--- config.mk ---
export PLATFORM = sky130hd
export DESIGN_NAME = sliding_window_unit
export DESIGN_NICKNAME = d
export VERILOG_FILES = /design/src/rtl/stream_pkg.sv /design/src/rtl/window_pkg.sv /design/src/rtl/stream_fifo.sv /design/src/rtl/line_buffer.sv /design/src/rtl/window_sequencer.sv /design/src/rtl/sliding_window_unit.sv
export VERILOG_INCLUDE_DIRS = /design/src /design/src/rtl
export SDC_FILE = /design/constraint.sdc
export NUM_CORES = 1
export LEC_CHECK = 0
export BUFFER_PORTS_ARGS = -buffer_cell sky130_fd_sc_hd__buf_2
export CELL_PAD_IN_SITES_DETAIL_PLACEMENT = 1
export CELL_PAD_IN_SITES_GLOBAL_PLACEMENT = 1
export CORE_MARGIN = 4
export CORE_UTILIZATION = 35
export DETAILED_ROUTE_END_ITERATION = 10
export GPL_ROUTABILITY_DRIVEN = 0
export HOLD_SLACK_MARGIN = 0.02
export PLACE_DENSITY = 0.62
export SLEW_MARGIN = 20
export SYNTH_ARGS = -nofsm -noshare
export SYNTH_HDL_FRONTEND = slang
export SYNTH_HIERARCHICAL = 1
export SYNTH_SLANG_ARGS = --single-unit
--- constraint.sdc ---
create_clock -name clk -period 9.8 [get_ports clk]
set_input_delay 0.49 -clock clk [delete_from_list [all_inputs] [get_ports clk]]
set_output_delay 0.49 -clock clk [all_outputs]
set_load 0.01 [all_outputs]
--- src/rtl/swu_defs.svh ---
`ifndef SWU_DEFS_SVH
`define SWU_DEFS_SVH

////////////////////////////////////////////////////////////
// feature map geometry
////////////////////////////////////////////////////////////

`define SWU_IFM_W 9
`define SWU_IFM_H 9

// channel groups per pixel, channels per word
`define SWU_CH 2
`define SWU_SIMD 2
`define SWU_PREC 8

////////////////////////////////////////////////////////////
// window geometry
////////////////////////////////////////////////////////////

`define SWU_KERNEL 3
`define SWU_STRIDE 2

`define SWU_OFM_W (((`SWU_IFM_W - `SWU_KERNEL) / `SWU_STRIDE) + 1)
`define SWU_OFM_H (((`SWU_IFM_H - `SWU_KERNEL) / `SWU_STRIDE) + 1)

// kernel rows plus one stride of rows being refilled
`define SWU_BUF_ROWS (`SWU_KERNEL + `SWU_STRIDE)
`define SWU_BUF_DEPTH (`SWU_BUF_ROWS * `SWU_IFM_W * `SWU_CH)

`endif

--- src/rtl/stream_pkg.sv ---
`include "swu_defs.svh"

package stream_pkg;

   ////////////////////////////////////////////////////////////
   // stream payloads
   ////////////////////////////////////////////////////////////

   localparam int PIXEL_W = `SWU_SIMD * `SWU_PREC;

   // one channel group of one pixel
   typedef logic [PIXEL_W-1:0] pixel_t;

   // output word with its window and frame markers
   typedef struct packed {
      pixel_t data;
      logic   win_last;
      logic   frame_last;
   } out_beat_t;

endpackage

--- src/rtl/window_pkg.sv ---
`include "swu_defs.svh"

package window_pkg;

   ////////////////////////////////////////////////////////////
   // counter widths
   ////////////////////////////////////////////////////////////

   localparam int OROW_W = (`SWU_OFM_H > 1) ? $clog2(`SWU_OFM_H) : 1;
   localparam int OCOL_W = (`SWU_OFM_W > 1) ? $clog2(`SWU_OFM_W) : 1;
   localparam int K_W    = (`SWU_KERNEL > 1) ? $clog2(`SWU_KERNEL) : 1;
   localparam int CH_W   = (`SWU_CH > 1) ? $clog2(`SWU_CH) : 1;
   localparam int ADDR_W = $clog2(`SWU_BUF_DEPTH);
   localparam int ROW_W  = $clog2(`SWU_IFM_H + 1);

   typedef logic [ADDR_W-1:0] buf_addr_t;
   typedef logic [ROW_W-1:0]  row_cnt_t;

   // ch changes fastest, orow slowest
   typedef struct packed {
      logic [OROW_W-1:0] orow;
      logic [OCOL_W-1:0] ocol;
      logic [K_W-1:0]    kh;
      logic [K_W-1:0]    kw;
      logic [CH_W-1:0]   ch;
   } win_pos_t;

endpackage

--- src/rtl/stream_fifo.sv ---
`timescale 1ns/10ps

module stream_fifo #(
   parameter type payload_t = logic [7:0]
) (
   input  logic     clk,
   input  logic     resetn,
   input  logic     push_valid_i,
   output logic     push_ready_o,
   input  payload_t push_data_i,
   output logic     pop_valid_o,
   input  logic     pop_ready_i,
   output payload_t pop_data_o
);

   payload_t   slots [2];
   logic       wr_ptr;
   logic       rd_ptr;
   logic [1:0] count;
   logic       push;
   logic       pop;

   assign push_ready_o = (count != 2'd2);
   assign pop_valid_o  = (count != 2'd0);
   assign pop_data_o   = slots[rd_ptr];

   assign push = push_valid_i && push_ready_o;
   assign pop  = pop_valid_o && pop_ready_i;

   ////////////////////////////////////////////////////////////
   // pointers and fill level
   ////////////////////////////////////////////////////////////

   always_ff @(posedge clk) begin
      if (!resetn) begin
         wr_ptr <= 1'b0;
         rd_ptr <= 1'b0;
         count  <= 2'd0;
      end else begin
         wr_ptr <= wr_ptr ^ push;
         rd_ptr <= rd_ptr ^ pop;
         count  <= count + {1'b0, push} - {1'b0, pop};
      end
   end

   always_ff @(posedge clk) begin
      if (push) begin
         slots[wr_ptr] <= push_data_i;
      end
   end

   ////////////////////////////////////////////////////////////
   // checks
   ////////////////////////////////////////////////////////////

   // a push offered to a full fifo must wait, unchanged
   a_push_held: assert property (@(posedge clk) disable iff (!resetn)
      push_valid_i && !push_ready_o |=> push_valid_i && $stable(push_data_i))
      else $error("push offered while full was dropped or changed");

   // head word held while the consumer stalls
   a_pop_stable: assert property (@(posedge clk) disable iff (!resetn)
      pop_valid_o && !pop_ready_i |=> pop_valid_o && $stable(pop_data_o))
      else $error("output changed under back-pressure");

endmodule

--- src/rtl/line_buffer.sv ---
`timescale 1ns/10ps
`include "swu_defs.svh"

module line_buffer (
   input  logic                  clk,
   input  logic                  resetn,
   input  logic                  wr_valid_i,
   output logic                  wr_ready_o,
   input  stream_pkg::pixel_t    wr_pixel_i,
   input  window_pkg::row_cnt_t  release_row_i,
   input  logic                  frame_done_i,
   output window_pkg::row_cnt_t  rows_done_o,
   input  logic                  rd_en_i,
   input  window_pkg::buf_addr_t rd_addr_i,
   output stream_pkg::pixel_t    rd_data_o
);

   localparam int DEPTH = `SWU_BUF_DEPTH;
   localparam int COL_W = (`SWU_IFM_W > 1) ? $clog2(`SWU_IFM_W) : 1;
   localparam int CH_W  = window_pkg::CH_W;

   localparam window_pkg::buf_addr_t LAST_ADDR = window_pkg::buf_addr_t'(DEPTH - 1);
   localparam logic [COL_W-1:0] LAST_COL = COL_W'(`SWU_IFM_W - 1);
   localparam logic [CH_W-1:0]  LAST_CH  = CH_W'(`SWU_CH - 1);

   stream_pkg::pixel_t    mem [DEPTH];
   window_pkg::buf_addr_t wr_addr;
   logic [COL_W-1:0]      wr_col;
   logic [CH_W-1:0]       wr_ch;
   window_pkg::row_cnt_t  wr_row;
   logic                  frame_full;
   logic                  row_free;
   logic                  wr_hs;

   ////////////////////////////////////////////////////////////
   // write side flow control
   ////////////////////////////////////////////////////////////

   // all rows of this frame stored, hold off until turnover
   assign frame_full = (int'(wr_row) >= `SWU_IFM_H);

   // row may only land in a slot no pending window still reads
   assign row_free = (int'(wr_row) < int'(release_row_i) + `SWU_BUF_ROWS);

   assign wr_ready_o  = !frame_full && row_free;
   assign wr_hs       = wr_valid_i && wr_ready_o;
   assign rows_done_o = wr_row;

   ////////////////////////////////////////////////////////////
   // writer position
   ////////////////////////////////////////////////////////////

   always_ff @(posedge clk) begin
      if (!resetn || frame_done_i) begin
         wr_addr <= '0;
         wr_col  <= '0;
         wr_ch   <= '0;
         wr_row  <= '0;
      end else if (wr_hs) begin
         if (wr_addr == LAST_ADDR) begin
            wr_addr <= '0;
         end else begin
            wr_addr <= wr_addr + 1'b1;
         end
         if (wr_ch == LAST_CH) begin
            wr_ch <= '0;
            if (wr_col == LAST_COL) begin
               wr_col <= '0;
               wr_row <= wr_row + 1'b1;
            end else begin
               wr_col <= wr_col + 1'b1;
            end
         end else begin
            wr_ch <= wr_ch + 1'b1;
         end
      end
   end

   ////////////////////////////////////////////////////////////
   // row storage
   ////////////////////////////////////////////////////////////

   always_ff @(posedge clk) begin
      if (wr_hs) begin
         mem[wr_addr] <= wr_pixel_i;
      end
   end

   // one cycle read latency
   always_ff @(posedge clk) begin
      if (rd_en_i) begin
         rd_data_o <= mem[rd_addr_i];
      end
   end

   ////////////////////////////////////////////////////////////
   // checks
   ////////////////////////////////////////////////////////////

   a_rows_bound: assert property (@(posedge clk) disable iff (!resetn)
      int'(rows_done_o) <= `SWU_IFM_H)
      else $error("row count ran past the frame height");

   // turnover only once the sequencer has seen every row
   a_turnover_full: assert property (@(posedge clk) disable iff (!resetn)
      frame_done_i |-> int'(rows_done_o) == `SWU_IFM_H)
      else $error("frame turnover before all rows were written");

endmodule

--- src/rtl/window_sequencer.sv ---
`timescale 1ns/10ps
`include "swu_defs.svh"

module window_sequencer (
   input  logic                  clk,
   input  logic                  resetn,
   input  window_pkg::row_cnt_t  rows_done_i,
   input  logic                  out_hs_i,
   output window_pkg::row_cnt_t  release_row_o,
   output logic                  rd_en_o,
   output window_pkg::buf_addr_t rd_addr_o,
   output logic                  tag_valid_o,
   output logic                  tag_win_last_o,
   output logic                  tag_frame_last_o,
   output logic                  frame_done_o
);

   localparam int K        = `SWU_KERNEL;
   localparam int S        = `SWU_STRIDE;
   localparam int CH       = `SWU_CH;
   localparam int ROW_WDS  = `SWU_IFM_W * `SWU_CH;
   localparam int OFM_W    = `SWU_OFM_W;
   localparam int OFM_H    = `SWU_OFM_H;
   localparam int BUF_ROWS = `SWU_BUF_ROWS;

   // matches the output fifo depth
   localparam logic [1:0] CREDITS = 2'd2;

   // last window must end on the last row and column
   if ((((`SWU_IFM_H - K) % S) != 0) || (((`SWU_IFM_W - K) % S) != 0)) begin : g_geom_check
      $error("(IFM - KERNEL) must be a multiple of STRIDE in both directions");
   end

   window_pkg::win_pos_t pos;
   logic [1:0]           credits;
   logic                 rows_ok;
   logic                 issue;
   logic                 win_last;
   logic                 frame_last;
   int                   need_rows;
   int                   in_row;
   int                   in_col;
   int                   slot;

   ////////////////////////////////////////////////////////////
   // read address and issue
   ////////////////////////////////////////////////////////////

   always_comb begin
      need_rows = int'(pos.orow) * S + K;
      in_row    = int'(pos.orow) * S + int'(pos.kh);
      in_col    = int'(pos.ocol) * S + int'(pos.kw);
      slot      = in_row % BUF_ROWS;
   end

   assign rd_addr_o = window_pkg::buf_addr_t'(slot * ROW_WDS + in_col * CH + int'(pos.ch));
   assign release_row_o = window_pkg::row_cnt_t'(int'(pos.orow) * S);

   // every row of this window row already stored
   assign rows_ok = (int'(rows_done_i) >= need_rows);
   assign issue   = rows_ok && (credits != 2'd0);
   assign rd_en_o = issue;

   assign win_last = (int'(pos.kh) == K - 1) && (int'(pos.kw) == K - 1) &&
                     (int'(pos.ch) == CH - 1);
   assign frame_last = win_last && (int'(pos.ocol) == OFM_W - 1) &&
                       (int'(pos.orow) == OFM_H - 1);
   assign frame_done_o = issue && frame_last;

   ////////////////////////////////////////////////////////////
   // window position
   ////////////////////////////////////////////////////////////

   always_ff @(posedge clk) begin
      if (!resetn || frame_done_o) begin
         pos <= '0;
      end else if (issue) begin
         if (int'(pos.ch) != CH - 1) begin
            pos.ch <= pos.ch + 1'b1;
         end else begin
            pos.ch <= '0;
            if (int'(pos.kw) != K - 1) begin
               pos.kw <= pos.kw + 1'b1;
            end else begin
               pos.kw <= '0;
               if (int'(pos.kh) != K - 1) begin
                  pos.kh <= pos.kh + 1'b1;
               end else begin
                  pos.kh <= '0;
                  if (int'(pos.ocol) != OFM_W - 1) begin
                     pos.ocol <= pos.ocol + 1'b1;
                  end else begin
                     pos.ocol <= '0;
                     pos.orow <= pos.orow + 1'b1;
                  end
               end
            end
         end
      end
   end

   ////////////////////////////////////////////////////////////
   // output credits and tags
   ////////////////////////////////////////////////////////////

   always_ff @(posedge clk) begin
      if (!resetn) begin
         credits <= CREDITS;
      end else begin
         credits <= credits + {1'b0, out_hs_i} - {1'b0, issue};
      end
   end

   always_ff @(posedge clk) begin
      if (!resetn) begin
         tag_valid_o <= 1'b0;
      end else begin
         tag_valid_o <= issue;
      end
   end

   // lines up with rd_data
   always_ff @(posedge clk) begin
      tag_win_last_o   <= win_last;
      tag_frame_last_o <= frame_last;
   end

   // no handshake can return a credit that was never taken
   a_credit_bound: assert property (@(posedge clk) disable iff (!resetn)
      credits <= CREDITS && !(out_hs_i && credits == CREDITS))
      else $error("output credits out of range");

endmodule

--- src/rtl/sliding_window_unit.sv ---
`timescale 1ns/10ps

module sliding_window_unit (
   input  logic                  clk,
   input  logic                  resetn,
   input  logic                  in_valid_i,
   output logic                  in_ready_o,
   input  stream_pkg::pixel_t    in_pixel_i,
   output logic                  out_valid_o,
   input  logic                  out_ready_i,
   output stream_pkg::out_beat_t out_beat_o
);

   logic                  wr_valid;
   logic                  wr_ready;
   stream_pkg::pixel_t    wr_pixel;
   window_pkg::row_cnt_t  rows_done;
   window_pkg::row_cnt_t  release_row;
   logic                  frame_done;
   logic                  rd_en;
   window_pkg::buf_addr_t rd_addr;
   stream_pkg::pixel_t    rd_data;
   logic                  tag_valid;
   logic                  tag_win_last;
   logic                  tag_frame_last;
   logic                  out_hs;
   stream_pkg::out_beat_t push_beat;

   assign out_hs = out_valid_o && out_ready_i;

   // read data meets its delayed tags here
   assign push_beat = '{data: rd_data, win_last: tag_win_last, frame_last: tag_frame_last};

   stream_fifo #(.payload_t(stream_pkg::pixel_t)) in_fifo (
      .clk(clk), .resetn(resetn),
      .push_valid_i(in_valid_i), .push_ready_o(in_ready_o), .push_data_i(in_pixel_i),
      .pop_valid_o(wr_valid), .pop_ready_i(wr_ready), .pop_data_o(wr_pixel)
   );

   line_buffer line_buffer_inst (
      .clk(clk), .resetn(resetn),
      .wr_valid_i(wr_valid), .wr_ready_o(wr_ready), .wr_pixel_i(wr_pixel),
      .release_row_i(release_row), .frame_done_i(frame_done), .rows_done_o(rows_done),
      .rd_en_i(rd_en), .rd_addr_i(rd_addr), .rd_data_o(rd_data)
   );

   window_sequencer window_sequencer_inst (
      .clk(clk), .resetn(resetn),
      .rows_done_i(rows_done), .out_hs_i(out_hs), .release_row_o(release_row),
      .rd_en_o(rd_en), .rd_addr_o(rd_addr),
      .tag_valid_o(tag_valid), .tag_win_last_o(tag_win_last),
      .tag_frame_last_o(tag_frame_last), .frame_done_o(frame_done)
   );

   // credits keep this fifo from ever being pushed while full
   stream_fifo #(.payload_t(stream_pkg::out_beat_t)) out_fifo (
      .clk(clk), .resetn(resetn),
      .push_valid_i(tag_valid), .push_ready_o(), .push_data_i(push_beat),
      .pop_valid_o(out_valid_o), .pop_ready_i(out_ready_i), .pop_data_o(out_beat_o)
   );

endmodule

==> results.cfg, run 1 <==
[sta]
hold_ws_ps = 116
fin_crit_sh = 0.681
fin_crit_ps = 6680
hold_viol = 0
worst_slew_pin_slew_ps = 1100
finalWorstSetupSlack_ps = 3120
rsz0062_at_grt = no
fin_skew_ps = 25.9
timing.fmax_mhz = 150
setup_viol_count_final = 0
slew_headroom = 0.265
setup-tns-final_ps = 0
drv_slew = 0

[cts]
cts-hold-fix-buffers = 16
clock_tree.root_cell = clkbuf_16
cts_buffers = 161
cts_tree = done
clk_pin_slew_ps = 60
clk_latency_ps = 800
post-cts-setup-buffers = 0
clockBufferDepth = 3
htreeDepth = 4
cts.sinks = 1564
cts_resized = 0

[grt]
grt_max_degree = 105
track_usage = 0.173
grt_overflow = 0
antenna_found_initial = 4
grt_pass1_vias = 30672
grt_pass1_wl_um = 226000

[pwr]
power_density_nw_per_um2 = 216
power_frac_comb = 0.077
clkPwrFrac = 0.391
pwr-share-seq = 0.532
ir_worst_vdd_uv = 189
p_sw_w = 0.00359
p_sw_frac = 0.238
intPower_w = 0.0115
p_leak_nw = 21.1

[synthesis]
synthFlopType = edfxtp_1
synth_cell_types = 76
synth.top_cell.area_share = 0.747
seq_area_frac_synth = 0.760
synth-seq-cells = 1564
yosysWarnings = 6
synth_async_sr_flop_share = 0
syn_avg_cell_area_sq_um = 21.0
synth-edff-count = 1524
yosysTopAreaCell = edfxtp_1
synth_area_sq_um = 61300
synthTopCellsByArea = edfxtp_1, mux4_2, mux2i_1
syn_inst = 2916

[drt]
wirelength_um = 157000
drtIter0Drc = 2993
wire_per_inst_um = 28.2
ant_nets = 0
drc_errors = 0
vias = 29488
first_pass_iters = 5
vias_per_cell = 5.30

[worst_setup_path]
crit_path_start = window_sequencer_inst/pos[7]
crit_type = flip-flop to flip-flop
r2r_end = line_buffer_inst/rd_data_o[5]
critPathRequiredTime_ps = 10420
cp-endpoint = line_buffer_inst/rd_data_o[5]
worstSetupStartpointType = flip-flop
crit_path_end_kind = flip-flop
regToRegStartpoint = window_sequencer_inst/pos[7]
ff2ff_path_depth = 21
worstPathMaxFanout = 19
reg2reg_slack_ps = 3120
arrival_ps = 7290

[cells_and_area]
multi_input_comb_area_sq_um = 13800
layout_commonest_cell = edfxtp_1
final_cell_mix = edfxtp_1, mux4_2, clkbuf_16
nNetsFinal = 3163
final_core_util = 0.402
fill_cells = 16516
regArea_sq_um = 46600
layout-drive-gt1-share = 0.251
syn2layout_area_growth_pct = 14.1

[run_status]
status = finished, final reports clean

[run]
cap_violations = 0

[place]
pre_cts_ws_ps = 3030
io_buffer_count = 39
dpl.hpwl_um = 92800

[floorplan]
num_rows = 153
fp.dieH_um = 426
io_pins = 40
die_area_sq_um = 182000
die_w_um = 426
initial_core_util = 0.352
core_sq_um = 174000

[worst_hold_path]
hp-class = input pin to flip-flop
==> per-layer routing <==
metal  vias to the layer above  track usage  share of wire
li1                      12509            -              -
met1                     15931        0.238           0.42
met2                       872        0.277           0.48
met3                       174       0.0356          0.066
met4                         2       0.0547          0.029
met5                         -            0       0.000051
==> cell type report <==
| class | count | share of cell area |
|---|---|---|
| sequential | 1564 | 0.666 |
| multi-input combinational | 1172 | 0.198 |
| clock buffer | 206 | 0.0614 |
| tap | 2325 | 0.0416 |
| timing repair buffer | 187 | 0.0209 |
| clock inverter | 84 | 0.0111 |
| inverter | 19 | 0.00102 |
| antenna | 2 | 0.0000716 |
==> power by group through the flow <==
stage | clock network [W] | registers (W) | logic (W)
floorplan | 0 | 0.00814 | 0.000516
global placement | 0 | 0.00816 | 0.00114
detailed placement | 0 | 0.00817 | 0.00118
CTS | 0.00605 | 0.00802 | 0.00119
global route | 0.00635 | 0.00803 | 0.00125
finish | 0.00590 | 0.00802 | 0.00116
==> per-stage QoR <==
stage,std cells,power (W),area [sq um]
after detailed placement,5251,0.00935,64600
after global placement,5251,0.00929,64600
after floorplan,2917,0.00865,61300
after CTS,5557,0.0153,69900
after global routing,5557,0.0156,69900
final,5559,0.0151,69900
==> Yosys cell counts (23+ instances only) <==
cell      number
nand3_1       26
mux4_2       336
a21oi_1       43
a211oi_1      27
buf_2         43
edfxtp_1    1524
buf_4         23
clkbuf_1      63
a22oi_1       35
o22ai_1       24
buf_6         24
dfxtp_1       40
nor2_1       112
ha_1          37
mux2_2        50
mux2i_1      154
nand2_1       98
==> kinds of logic (layout without fill, tap and decap cells) <==
logic type               Yosys count  after routing  synth area share
AO/OA/AOI/OAI                    242            242            0.0284
XOR/XNOR                          18             18           0.00270
adder cells (fa/ha/maj)           38             38           0.00788
buffers and inverters            181            496            0.0167
flip-flops                      1564           1564             0.760
multiplexers                     540            540             0.158
other                              1              4         0.0000612
AND/OR/NAND/NOR                  332            332            0.0262
==> sequential cells by signal, indices dropped and copies added (netlist names), 2 cells and up, named ones only <==
| register | cells |
|---|---|
| window_sequencer_inst/credits | 2 |
| line_buffer_inst/mem | 1440 |
| out_fifo/slots | 36 |
| out_fifo/count | 2 |
| in_fifo/count | 2 |
| window_sequencer_inst/pos | 9 |
| line_buffer_inst/wr_col | 4 |
| line_buffer_inst/wr_addr | 7 |
| line_buffer_inst/rd_data_o | 16 |
| in_fifo/slots | 32 |
| line_buffer_inst/rows_done_o | 4 |
==> worst min-delay path by stage <==
| stage | start | end | slack (ps) | cells after the start |
|---|---|---|---|---|
| 2_1_floorplan | window_sequencer_inst/tag_frame_last_o | out_fifo/slots[0][0] | 400 | 0 |
| 3_3_place_gp | window_sequencer_inst/pos[6] | window_sequencer_inst/pos[6] | 480 | 2 |
| 3_5_place_dp | window_sequencer_inst/pos[6] | window_sequencer_inst/pos[6] | 490 | 2 |
| 4_1_cts | out_ready_i | out_fifo/count[1] | 50 | 3 |
| 5_1_grt | out_ready_i | out_fifo/count[1] | 100 | 3 |
| 6_report | out_ready_i | out_fifo/count[1] | 120 | 3 |
==> worst max-delay path, stage by stage, from the launching register on <==
cell	delay, ps
dfxtp_1	370
ha_1	240
ha_1	450
or2_4	330
ha_1	350
and4b_1	210
a221oi_1	340
nand3_1	340
mux2i_1	450
ha_1	310
ha_1	380
and3_1	180
a221o_1	350
xnor2_2	190
or3b_1	370
o211ai_2	130
buf_4	330
nand2b_1	540
a211oi_1	130
nand2_1	140
nand3_1	100
a22oi_1	240
Power figures use the tool's default switching activity.
==> run 2, diff against run 1 <==
- clock period: 9.8 -> 6.75 ns (I/O delays scaled with it)
==> results.cfg, run 2 (same netlist as run 1, synthesis figures left out) <==
[pwr]
p_leak_nw = 21.4
p_sw_frac = 0.233
ir_worst_vdd_uv = 311
pwr-share-seq = 0.522
clkPwrFrac = 0.401
intPower_w = 0.0171
power_frac_comb = 0.077
power_density_nw_per_um2 = 317
p_sw_w = 0.00519

[floorplan]
io_pins = 40
num_rows = 153
fp.dieH_um = 426
initial_core_util = 0.352
core_sq_um = 174000
die_w_um = 426
die_area_sq_um = 182000

[cts]
cts_buffers = 161
clk_pin_slew_ps = 60
clock_tree.root_cell = clkbuf_16
clockBufferDepth = 3
cts-hold-fix-buffers = 19
clk_latency_ps = 790
cts.sinks = 1564
post-cts-setup-buffers = 0
cts_resized = 0
htreeDepth = 4
cts_tree = done

[sta]
hold_viol = 0
slew_headroom = 0.308
fin_crit_sh = 0.921
fin_skew_ps = 23.1
setup_viol_count_final = 0
worst_slew_pin_slew_ps = 1040
drv_slew = 0
timing.fmax_mhz = 161
rsz0062_at_grt = no
fin_crit_ps = 6210
setup-tns-final_ps = 0
hold_ws_ps = 290

[drt]
ant_nets = 0
first_pass_iters = 5
drtIter0Drc = 3177
wirelength_um = 159000
vias = 29820
wire_per_inst_um = 28.6
vias_per_cell = 5.34
drc_errors = 0

[worst_setup_path]
crit_path_end_kind = flip-flop
arrival_ps = 6750
worstPathMaxFanout = 16
critPathRequiredTime_ps = 7280
crit_type = flip-flop to flip-flop
worstSetupStartpointType = flip-flop

[cells_and_area]
design_area_sq_um = 70300
largestRegisters = line_buffer_inst/mem x1440, out_fifo/slots x36, in_fifo/slots x32
largest_reg_flops = 1440
layout-drive-gt1-share = 0.257
nNetsFinal = 3187
top_register = line_buffer_inst/mem
layout_commonest_cell = edfxtp_1
final_cell_mix = edfxtp_1, mux4_2, clkbuf_16
syn2layout_area_growth_pct = 14.8

[place]
dpl.hpwl_um = 95200
io_buffer_count = 39
place_area_sq_um = 64800

[run]
cap_violations = 0

[worst_hold_path]
hp-class = input pin to flip-flop

[grt]
track_usage = 0.176
grt_overflow = 0
grt_pass1_vias = 30955
antenna_found_initial = 4
grt_pass1_wl_um = 230000
grt_max_degree = 103

[run_status]
status = finished, final reports clean
[run 2: changes by cell type in the layout (fill, tap and decap cells not counted), sizes merged]
cell	delta
buf	+21
bufinv	+9
clkbuf	+3
clkinv	-8
clkinvlp	-2
diode	-1
dlygate4sd3	+3
inv	-1
[run 2: worst max-delay path: stages, from the launching register on]
cell and delay [ps]:
dfxtp_1 480, ha_1 230, ha_1 250, or2_4 270
ha_1 340, and4b_1 220, a221oi_1 330, nand3_1 330
mux2i_1 420, ha_1 300, ha_1 370, and3_1 170
a221o_1 360, xnor2_2 200, o21bai_1 160, o211ai_2 130
nand2b_1 530, a211oi_1 370, nand2_1 130, a32oi_1 280
a21oi_1 70
[run 2: path summary, 6_finish.rpt]
| check | startpoint | endpoint | slack [ps] | cells past startpoint |
|---|---|---|---|---|
| worst min register to register | window_sequencer_inst/tag_win_last_o | out_fifo/slots[0][1] | 460 | 0 |
| worst min-delay path | in_pixel_i[12] | in_fifo/slots[0][12] | 290 | 2 |
| worst max register to register | window_sequencer_inst/pos[7] | line_buffer_inst/rd_data_o[13] | 540 | 20 |
| worst max-delay path | window_sequencer_inst/pos[7] | line_buffer_inst/rd_data_o[13] | 540 | 20 |
[run 2: area by class of cell]
class | instances | area, sq um
antenna | 1 | 2.50
timing repair buffer | 211 | 1690
multi-input combinational | 1172 | 13800
fill | 16466 | 104000
clock buffer | 209 | 4380
inverter | 19 | 71.3
tap | 2325 | 2910
sequential | 1564 | 46600
clock inverter | 82 | 902
[run 2: layer usage]
metal  part of all wire  wire (um)  track usage
met4              0.028       4470       0.0508
met2               0.48      75800        0.278
met1               0.44      69400        0.250
met3              0.061       9740       0.0321
met5           0.000075         12            0
[run 2: power groups by stage]
stage | Sequential, W | Combinational [W] | Clock, W
CTS | 0.0117 | 0.00170 | 0.00917
global route | 0.0117 | 0.00184 | 0.00958
floorplan | 0.0118 | 0.000749 | 0
finish | 0.0116 | 0.00171 | 0.00894
detailed placement | 0.0119 | 0.00169 | 0
global placement | 0.0118 | 0.00162 | 0
[run 2: per-stage QoR]
| stage | utilization | total power [W] | std cells | setup WS, ps |
|---|---|---|---|---|
| 2_1_floorplan | - | 0.0126 | 2917 | 999 |
| 3_3_place_gp | 0.372 | 0.0135 | 5269 | 781 |
| 3_5_place_dp | 0.372 | 0.0135 | 5269 | 580 |
| 4_1_cts | 0.404 | 0.0225 | 5579 | 567 |
| 5_1_grt | 0.404 | 0.0231 | 5582 | 22.0 |
| 6_report | 0.404 | 0.0223 | 5583 | 535 |
